$ cat src/rv_pkg.sv
package rv_pkg;

  // datapath sizes
  localparam int xlen       = 32;
  localparam int reg_addr_w = 5;
  localparam int num_regs   = 32;

  localparam logic [xlen-1:0] pc_step = 4;  // bytes per instruction

  // major opcodes, RV32I base map
  typedef enum logic [6:0] {
    op_lui     = 7'b0110111,
    op_auipc   = 7'b0010111,
    op_branch  = 7'b1100011,
    op_reg_imm = 7'b0010011,
    op_reg_reg = 7'b0110011,
    op_environ = 7'b1110011
  } opcode_e;

  typedef enum logic [3:0] {
    alu_add,
    alu_sub,
    alu_sll,
    alu_slt,
    alu_sltu,
    alu_xor,
    alu_srl,
    alu_sra,
    alu_or,
    alu_and,
    alu_pass_b  // lui
  } alu_op_e;

  // operand a source
  typedef enum logic [1:0] {
    src_a_rs1,
    src_a_pc,
    src_a_zero
  } src_a_e;

  // operand b source
  typedef enum logic [0:0] {
    src_b_rs2,
    src_b_imm
  } src_b_e;

endpackage
$ cat src/rv_core.sv
`timescale 1ns/1ps

module rv_core (
  input  logic                          clk,
  input  logic                          rst,
  input  logic [rv_pkg::xlen-1:0]       insn,      // word at pc, same cycle
  output logic [rv_pkg::xlen-1:0]       pc,
  output logic                          wb_en,
  output logic [rv_pkg::reg_addr_w-1:0] wb_addr,
  output logic [rv_pkg::xlen-1:0]       wb_data,
  output logic                          halt,
  output logic                          illegal_insn
);

  rv_pkg::alu_op_e               alu_op;
  rv_pkg::src_a_e                src_a;
  rv_pkg::src_b_e                src_b;
  logic [rv_pkg::xlen-1:0]       imm;
  logic [rv_pkg::reg_addr_w-1:0] rd, rs1, rs2;
  logic                          rd_we;
  logic                          is_beq, is_bne;
  logic [rv_pkg::xlen-1:0]       rs1_data, rs2_data;
  logic [rv_pkg::xlen-1:0]       alu_a, alu_b;
  logic [rv_pkg::xlen-1:0]       result;

  rv_decoder u_decoder (
    .insn(insn), .rst(rst), .alu_op(alu_op), .src_a(src_a), .src_b(src_b),
    .imm(imm), .rd(rd), .rs1(rs1), .rs2(rs2), .rd_we(rd_we),
    .is_beq(is_beq), .is_bne(is_bne), .halt(halt), .illegal_insn(illegal_insn)
  );

  rv_regfile u_regfile (
    .clk(clk), .rst(rst), .we(rd_we), .rd(rd), .rs1(rs1), .rs2(rs2),
    .rd_data(result), .rs1_data(rs1_data), .rs2_data(rs2_data)
  );

  // operand muxes
  always_comb begin
    case (src_a)
      rv_pkg::src_a_rs1: alu_a = rs1_data;
      rv_pkg::src_a_pc:  alu_a = pc;      // auipc
      default:           alu_a = '0;
    endcase
  end

  assign alu_b = (src_b == rv_pkg::src_b_imm) ? imm : rs2_data;

  rv_alu u_alu (.alu_op(alu_op), .a(alu_a), .b(alu_b), .result(result));

  rv_pc_unit u_pc_unit (
    .clk(clk), .rst(rst), .is_beq(is_beq), .is_bne(is_bne),
    .rs1_data(rs1_data), .rs2_data(rs2_data), .imm(imm), .pc(pc)
  );

  // commit seen one edge ahead
  assign wb_en   = rd_we;
  assign wb_addr = rd;
  assign wb_data = result;

endmodule

$ cat src/rv_pc_unit.sv
`timescale 1ns/1ps

module rv_pc_unit (
  input  logic                    clk,
  input  logic                    rst,
  input  logic                    is_beq,
  input  logic                    is_bne,
  input  logic [rv_pkg::xlen-1:0] rs1_data,
  input  logic [rv_pkg::xlen-1:0] rs2_data,
  input  logic [rv_pkg::xlen-1:0] imm,
  output logic [rv_pkg::xlen-1:0] pc
);

  logic                    equal;
  logic                    taken;
  logic [rv_pkg::xlen-1:0] offset;
  logic [rv_pkg::xlen-1:0] pc_next;

  assign equal = (rs1_data == rs2_data);
  assign taken = (is_beq && equal) || (is_bne && !equal);

  // b immediate is already sign extended
  assign offset  = taken ? imm : rv_pkg::pc_step;
  assign pc_next = pc + offset;

  always_ff @(posedge clk) begin
    if (rst) begin
      pc <= '0;
    end else begin
      pc <= pc_next;  // keeps stepping during halt
    end
  end

endmodule

$ cat src/rv_alu.sv
`timescale 1ns/1ps

module rv_alu (
  input  rv_pkg::alu_op_e         alu_op,
  input  logic [rv_pkg::xlen-1:0] a,
  input  logic [rv_pkg::xlen-1:0] b,
  output logic [rv_pkg::xlen-1:0] result
);

  logic [4:0] shamt;

  assign shamt = b[4:0];  // upper bits ignored for every shift

  always_comb begin
    case (alu_op)
      rv_pkg::alu_add:
        result = a + b;
      rv_pkg::alu_sub:
        result = a - b;
      rv_pkg::alu_sll:
        result = a << shamt;
      rv_pkg::alu_slt:
        result = {31'b0, $signed(a) < $signed(b)};
      rv_pkg::alu_sltu:
        result = {31'b0, a < b};
      rv_pkg::alu_xor:
        result = a ^ b;
      rv_pkg::alu_srl:
        result = a >> shamt;
      rv_pkg::alu_sra:
        result = $unsigned($signed(a) >>> shamt);
      rv_pkg::alu_or:
        result = a | b;
      rv_pkg::alu_and:
        result = a & b;
      rv_pkg::alu_pass_b:
        result = b;
      default:
        result = '0;
    endcase
  end

endmodule

$ cat src/rv_regfile.sv
`timescale 1ns/1ps

module rv_regfile (
  input  logic                          clk,
  input  logic                          rst,
  input  logic                          we,
  input  logic [rv_pkg::reg_addr_w-1:0] rd,
  input  logic [rv_pkg::reg_addr_w-1:0] rs1,
  input  logic [rv_pkg::reg_addr_w-1:0] rs2,
  input  logic [rv_pkg::xlen-1:0]       rd_data,
  output logic [rv_pkg::xlen-1:0]       rs1_data,
  output logic [rv_pkg::xlen-1:0]       rs2_data
);

  logic [rv_pkg::xlen-1:0] regs [rv_pkg::num_regs];

  // x0 always reads zero
  assign rs1_data = (rs1 == '0) ? '0 : regs[rs1];
  assign rs2_data = (rs2 == '0) ? '0 : regs[rs2];

  always_ff @(posedge clk) begin
    if (rst) begin
      for (int i = 0; i < rv_pkg::num_regs; i++) begin
        regs[i] <= '0;
      end
    end else if (we && rd != '0) begin  // writes to x0 are dropped
      regs[rd] <= rd_data;
    end
  end

endmodule

$ cat src/rv_decoder.sv
`timescale 1ns/1ps

module rv_decoder (
  input  logic [rv_pkg::xlen-1:0]       insn,
  input  logic                          rst,
  output rv_pkg::alu_op_e               alu_op,
  output rv_pkg::src_a_e                src_a,
  output rv_pkg::src_b_e                src_b,
  output logic [rv_pkg::xlen-1:0]       imm,
  output logic [rv_pkg::reg_addr_w-1:0] rd,
  output logic [rv_pkg::reg_addr_w-1:0] rs1,
  output logic [rv_pkg::reg_addr_w-1:0] rs2,
  output logic                          rd_we,
  output logic                          is_beq,
  output logic                          is_bne,
  output logic                          halt,
  output logic                          illegal_insn
);

  rv_pkg::opcode_e   opcode;
  logic [2:0]        funct3;
  logic [6:0]        funct7;
  logic [rv_pkg::xlen-1:0] imm_i, imm_b, imm_u;
  logic              we_dec, ecall, bad;

  assign opcode = rv_pkg::opcode_e'(insn[6:0]);
  assign rd     = insn[11:7];
  assign funct3 = insn[14:12];
  assign rs1    = insn[19:15];
  assign rs2    = insn[24:20];
  assign funct7 = insn[31:25];

  assign imm_i = {{20{insn[31]}}, insn[31:20]};
  assign imm_b = {{19{insn[31]}}, insn[31], insn[7], insn[30:25], insn[11:8], 1'b0};
  assign imm_u = {insn[31:12], 12'h000};

  always_comb begin
    alu_op = rv_pkg::alu_add;
    src_a  = rv_pkg::src_a_rs1;
    src_b  = rv_pkg::src_b_imm;
    imm    = imm_i;
    we_dec = 1'b0;
    is_beq = 1'b0;
    is_bne = 1'b0;
    ecall  = 1'b0;
    bad    = 1'b0;

    case (opcode)
      rv_pkg::op_lui: begin
        alu_op = rv_pkg::alu_pass_b;
        src_a  = rv_pkg::src_a_zero;  // unused by pass_b
        imm    = imm_u;
        we_dec = 1'b1;
      end
      rv_pkg::op_auipc: begin
        src_a  = rv_pkg::src_a_pc;
        imm    = imm_u;
        we_dec = 1'b1;
      end
      rv_pkg::op_branch: begin
        imm = imm_b;
        case (funct3)
          3'b000:  is_beq = 1'b1;
          3'b001:  is_bne = 1'b1;
          default: bad = 1'b1;  // blt/bge family not supported
        endcase
      end
      rv_pkg::op_reg_imm: begin
        we_dec = 1'b1;
        case (funct3)
          3'b000: alu_op = rv_pkg::alu_add;
          3'b010: alu_op = rv_pkg::alu_slt;
          3'b011: alu_op = rv_pkg::alu_sltu;
          3'b100: alu_op = rv_pkg::alu_xor;
          3'b110: alu_op = rv_pkg::alu_or;
          3'b111: alu_op = rv_pkg::alu_and;
          3'b001: begin
            alu_op = rv_pkg::alu_sll;
            bad    = (funct7 != 7'b0000000);
          end
          default: begin  // srli / srai
            alu_op = funct7[5] ? rv_pkg::alu_sra : rv_pkg::alu_srl;
            bad    = (funct7 != 7'b0000000) && (funct7 != 7'b0100000);
          end
        endcase
      end
      rv_pkg::op_reg_reg: begin
        src_b  = rv_pkg::src_b_rs2;
        we_dec = 1'b1;
        case (funct3)
          3'b000:  alu_op = funct7[5] ? rv_pkg::alu_sub : rv_pkg::alu_add;
          3'b001:  alu_op = rv_pkg::alu_sll;
          3'b010:  alu_op = rv_pkg::alu_slt;
          3'b011:  alu_op = rv_pkg::alu_sltu;
          3'b100:  alu_op = rv_pkg::alu_xor;
          3'b101:  alu_op = funct7[5] ? rv_pkg::alu_sra : rv_pkg::alu_srl;
          3'b110:  alu_op = rv_pkg::alu_or;
          default: alu_op = rv_pkg::alu_and;
        endcase
        // only sub and sra take the alternate funct7
        if (funct7 != 7'b0000000 &&
            !(funct7 == 7'b0100000 && (funct3 == 3'b000 || funct3 == 3'b101))) begin
          bad = 1'b1;
        end
      end
      rv_pkg::op_environ: begin
        ecall = (insn[31:7] == 25'd0);
        bad   = !ecall;  // ebreak, csr ops
      end
      default: bad = 1'b1;
    endcase
  end

  assign rd_we        = we_dec && !bad && !rst;
  assign halt         = ecall && !rst;
  assign illegal_insn = bad && !rst;

endmodule

$ cat config.mk
export PLATFORM = sky130hd
export DESIGN_NAME = rv_core
export DESIGN_NICKNAME = d
export VERILOG_FILES = /design/src/rv_pkg.sv /design/src/rv_core.sv /design/src/rv_pc_unit.sv /design/src/rv_alu.sv /design/src/rv_regfile.sv /design/src/rv_decoder.sv
export SDC_FILE = /design/constraint.sdc
export NUM_CORES = 2
export LEC_CHECK = 0
export CAP_MARGIN = 20
export CELL_PAD_IN_SITES_DETAIL_PLACEMENT = 0
export CELL_PAD_IN_SITES_GLOBAL_PLACEMENT = 1
export CORE_MARGIN = 8
export CORE_UTILIZATION = 35
export DETAILED_ROUTE_END_ITERATION = 12
export DONT_BUFFER_PORTS = 1
export PLACE_DENSITY_LB_ADDON = 0.1
export SKIP_CTS_REPAIR_TIMING = 1
export SYNTH_ARGS = -nofsm -noshare
export SYNTH_HDL_FRONTEND = slang
export SYNTH_SLANG_ARGS = --single-unit
export TNS_END_PERCENT = 1
$ cat constraint.sdc
create_clock -name clk -period 9.9 [get_ports clk]
set_clock_uncertainty 0.1 [all_clocks]
set_input_delay 0 -clock clk [delete_from_list [all_inputs] [get_ports clk]]
set_output_delay 0 -clock clk [all_outputs]
set_load 0.1 [all_outputs]
==> out/metrics.cfg <==
[synth]
synth_edf_count = 1024
synth_area_leaders = edfxtp_1 (46%), mux4_2 (10%), mux2i_1 (8.1%)
synth-simple-area-share = 0.124
synth_xor_area_frac = 0.00805
syn_area_sq_um = 66400
synth.yosys.seq_area_share = 0.473
synth_top_area_cell = edfxtp_1
synth_top_area_share = 0.463
synth_warnings = 0
avgSynthCellArea_sq_um = 11.2
ys_seq_elements = 1056
synthMuxAreaShare = 0.195
async_flop_share = 0
synth_fa_ha_area_frac = 0.0252
synth_ff_type = edfxtp_1
synth.distinct_cells = 112
synthCells = 5906
synth_top_family_by_area = multiplexers
synth_compound_area_frac = 0.124

[cts]
htree_levels = 3
cts_sinks = 1056
cts.clk_slew.worst_paths_ns = 0.06
cts_tree = done
cts_made_buffers = 121
clockBufferDepth = 3
cts-root-buf = clkbuf_16
clk_latency_ns = 0.81

[cells_and_area]
layout_common_cells = nor2_1 (1100), edfxtp_1 (1024), mux2i_1 (534)
seq_area_sq_um = 31400
fin_nets = 5928
final_layout_size_suffix_gt1_frac = 0.163
area_growth_pct = 11.1
multi_input_area_sq_um = 32300
final_common_cell = nor2_1
fill_cells = 18400

[route]
wl_met1_microns = 128000
wl_met2_microns = 142000
vias = 52300
drc = 0
routed_via_density = 6.24
firstDrtPassIters = 7
post_drt_wl_per_cell_microns = 36.8
met3_length_microns = 25700
drt-initial-drc-count = 6437
ant_nets = 0
top_layer_used = met5
drt-total-wl_microns = 309000

[power_and_ir_drop]
pwr-share-seq = 0.383
p_sw_frac = 0.352
max-vdd-ir-drop_mv = 0.154
p_comb_frac = 0.264
power.density_nw_per_um2 = 182
p_clk_frac = 0.353
p_leak_nw = 28.2
switchingPower_mw = 4.72
totalPowerFinal_mw = 13.4
p_int_mw = 8.69

[worst_hold_path]
min_path_type = in -> reg
whs_path_depth = 7
holdPathEnd = u_pc_unit.pc[13]
hp-start = insn[7]

[worst_setup_path]
worstPathRequired_ns = 9.80
crit_path_start_kind = input pin
critPathArrivalTime_ns = 9.31
reg2reg_slack_ns = 1.56
criticalPathCategory = in -> out
worstRegToRegCells = 25
r2r_start = u_regfile.regs[4][14]
cp_max_fo = 138
worstSetupEndpointType = output pin
r2r-end = u_pc_unit.pc[30]

[sta]
slew_headroom = -0.175
finalCriticalPeriod_ns = 9.41
slew_violations = 76
tightest_slew_ns = 1.76
hold_violations = 2
setup_tns_ns = 0
max_freq_mhz = 106
fin_crit_sh = 0.950
rsz0062_at_grt = false
whs_ns = -0.0709
final-setup-viol-count = 0

[global_routing]
grt_pass1_vias = 50200
grt_pass1_wl_microns = 420000
grt_use_total = 0.289
grt_antenna_before_repair = 20
grt_max_degree = 433
grt-ovfl-total = 0

[outcome]
violations = negative hold slack, max-slew violations
status = finished with violations

[place]
io_buffers = 0
place_congestion = 0.950
dp_hpwl_microns = 202000

[floorplanning]
ios = 106
die_w_microns = 452
core.rowCount = 160
die_y_microns = 452
core_sq_um = 189000
initial_core_util = 0.351
dieArea_sq_um = 204000

[run]
drv_cap = 0

-- worst max-delay path: stages --
cell and delay (ns):
buf_16 0.33, buf_16 0.52, buf_16 0.72, mux4_2 0.42
a22oi_1 0.57, nand4_1 0.84, a22oi_2 0.77, inv_1 0.13
ha_1 0.43, or4_1 0.53, o21ai_0 0.18, a21oi_1 0.17
a2111oi_0 0.69, buf_4 0.25, o21ba_2 0.16, o31ai_1 0.08
xnor2_1 0.27, a211oi_4 0.84, inv_1 0.68
-- Yosys cell counts (22+ instances only) --
library cell and count:
nor2b_1 52, mux2_2 30, o21a_1 22, o21ai_0 126, inv_1 120, nor2_1 1108, nand4_1 29, nand2b_1 25
dfxtp_1 32, o21ai_1 24, nor2_2 32, and3_1 33, buf_1 24, nand2_1 329, clkbuf_1 252, ha_1 129
and2_1 25, a31oi_1 38, nor3_1 52, a21oi_1 292, mux4_2 296, o221ai_1 22, mux2i_1 535, a211oi_1 65
a22oi_1 233, a22o_1 28, o22ai_1 57, nand3_1 113, buf_6 45, edfxtp_1 1024, xnor2_1 46, a21o_1 40
buf_4 62, buf_2 157, o211ai_1 34
-- how the worst max path moves through the flow --
stage,from,slack (ns),to,depth (start not counted)
floorplan,insn[20],3.54,u_pc_unit.pc[30],29
global placement,insn[20],1.63,u_pc_unit.pc[30],23
detailed placement,u_regfile.regs[5][14],1.82,u_pc_unit.pc[30],25
CTS,u_regfile.regs[7][12],1.27,wb_data[26],16
global route,insn[16],0.30,u_pc_unit.pc[30],28
finish,insn[16],0.49,wb_data[26],19
-- per-layer routing --
metal  vias to the layer above  global-route usage
met4                        14               0.106
met3                       480              0.0540
met2                      2547               0.468
li1                      22000                   -
met5                         -                   0
met1                     27300               0.387
-- metrics by stage --
step / instance area, sq um / instances / utilization / setup WS, ns
after floorplan: 66500 / 5938 / - / 3.54
after global placement: 69100 / 8112 / 0.365 / 1.63
after detailed placement: 69200 / 8120 / 0.365 / 1.82
after CTS: 73300 / 8350 / 0.387 / 1.27
after global routing: 73800 / 8381 / 0.389 / 0.305
final: 73800 / 8388 / 0.390 / 0.491
-- sequential cells by signal (all words and copies together) (netlist names) --
signal / count
u_regfile.regs: 1024
u_pc_unit.pc: 32
-- power groups by stage --
| stage | registers, mW | logic, mW | clock network (mW) |
|---|---|---|---|
| floorplan | 5.20 | 2.26 | 0 |
| global placement | 5.22 | 3.38 | 0 |
| detailed placement | 5.23 | 3.37 | 0 |
| CTS | 5.13 | 3.38 | 4.80 |
| global route | 5.15 | 3.65 | 4.96 |
| finish | 5.14 | 3.54 | 4.74 |
-- kinds of logic after synthesis --
logic type / count (synthesis)
buffers and inverters: 689
AND/OR/NAND/NOR: 1891
AO/OA/AOI/OAI: 1193
multiplexers: 883
adder cells (fa/ha/maj): 132
other: 1
flip-flops: 1056
XOR/XNOR: 61
-- cell type report --
class / count / share of cell area
Antenna cell: 8 / 0.000271
Clock buffer: 160 / 0.0440
Clock inverter: 70 / 0.0121
Inverter: 143 / 0.00728
Multi-Input combinational cell: 4193 / 0.438
Sequential cell: 1056 / 0.426
Tap cell: 2511 / 0.0426
Timing Repair Buffer: 247 / 0.0300
(Power assumes the default switching activity.)
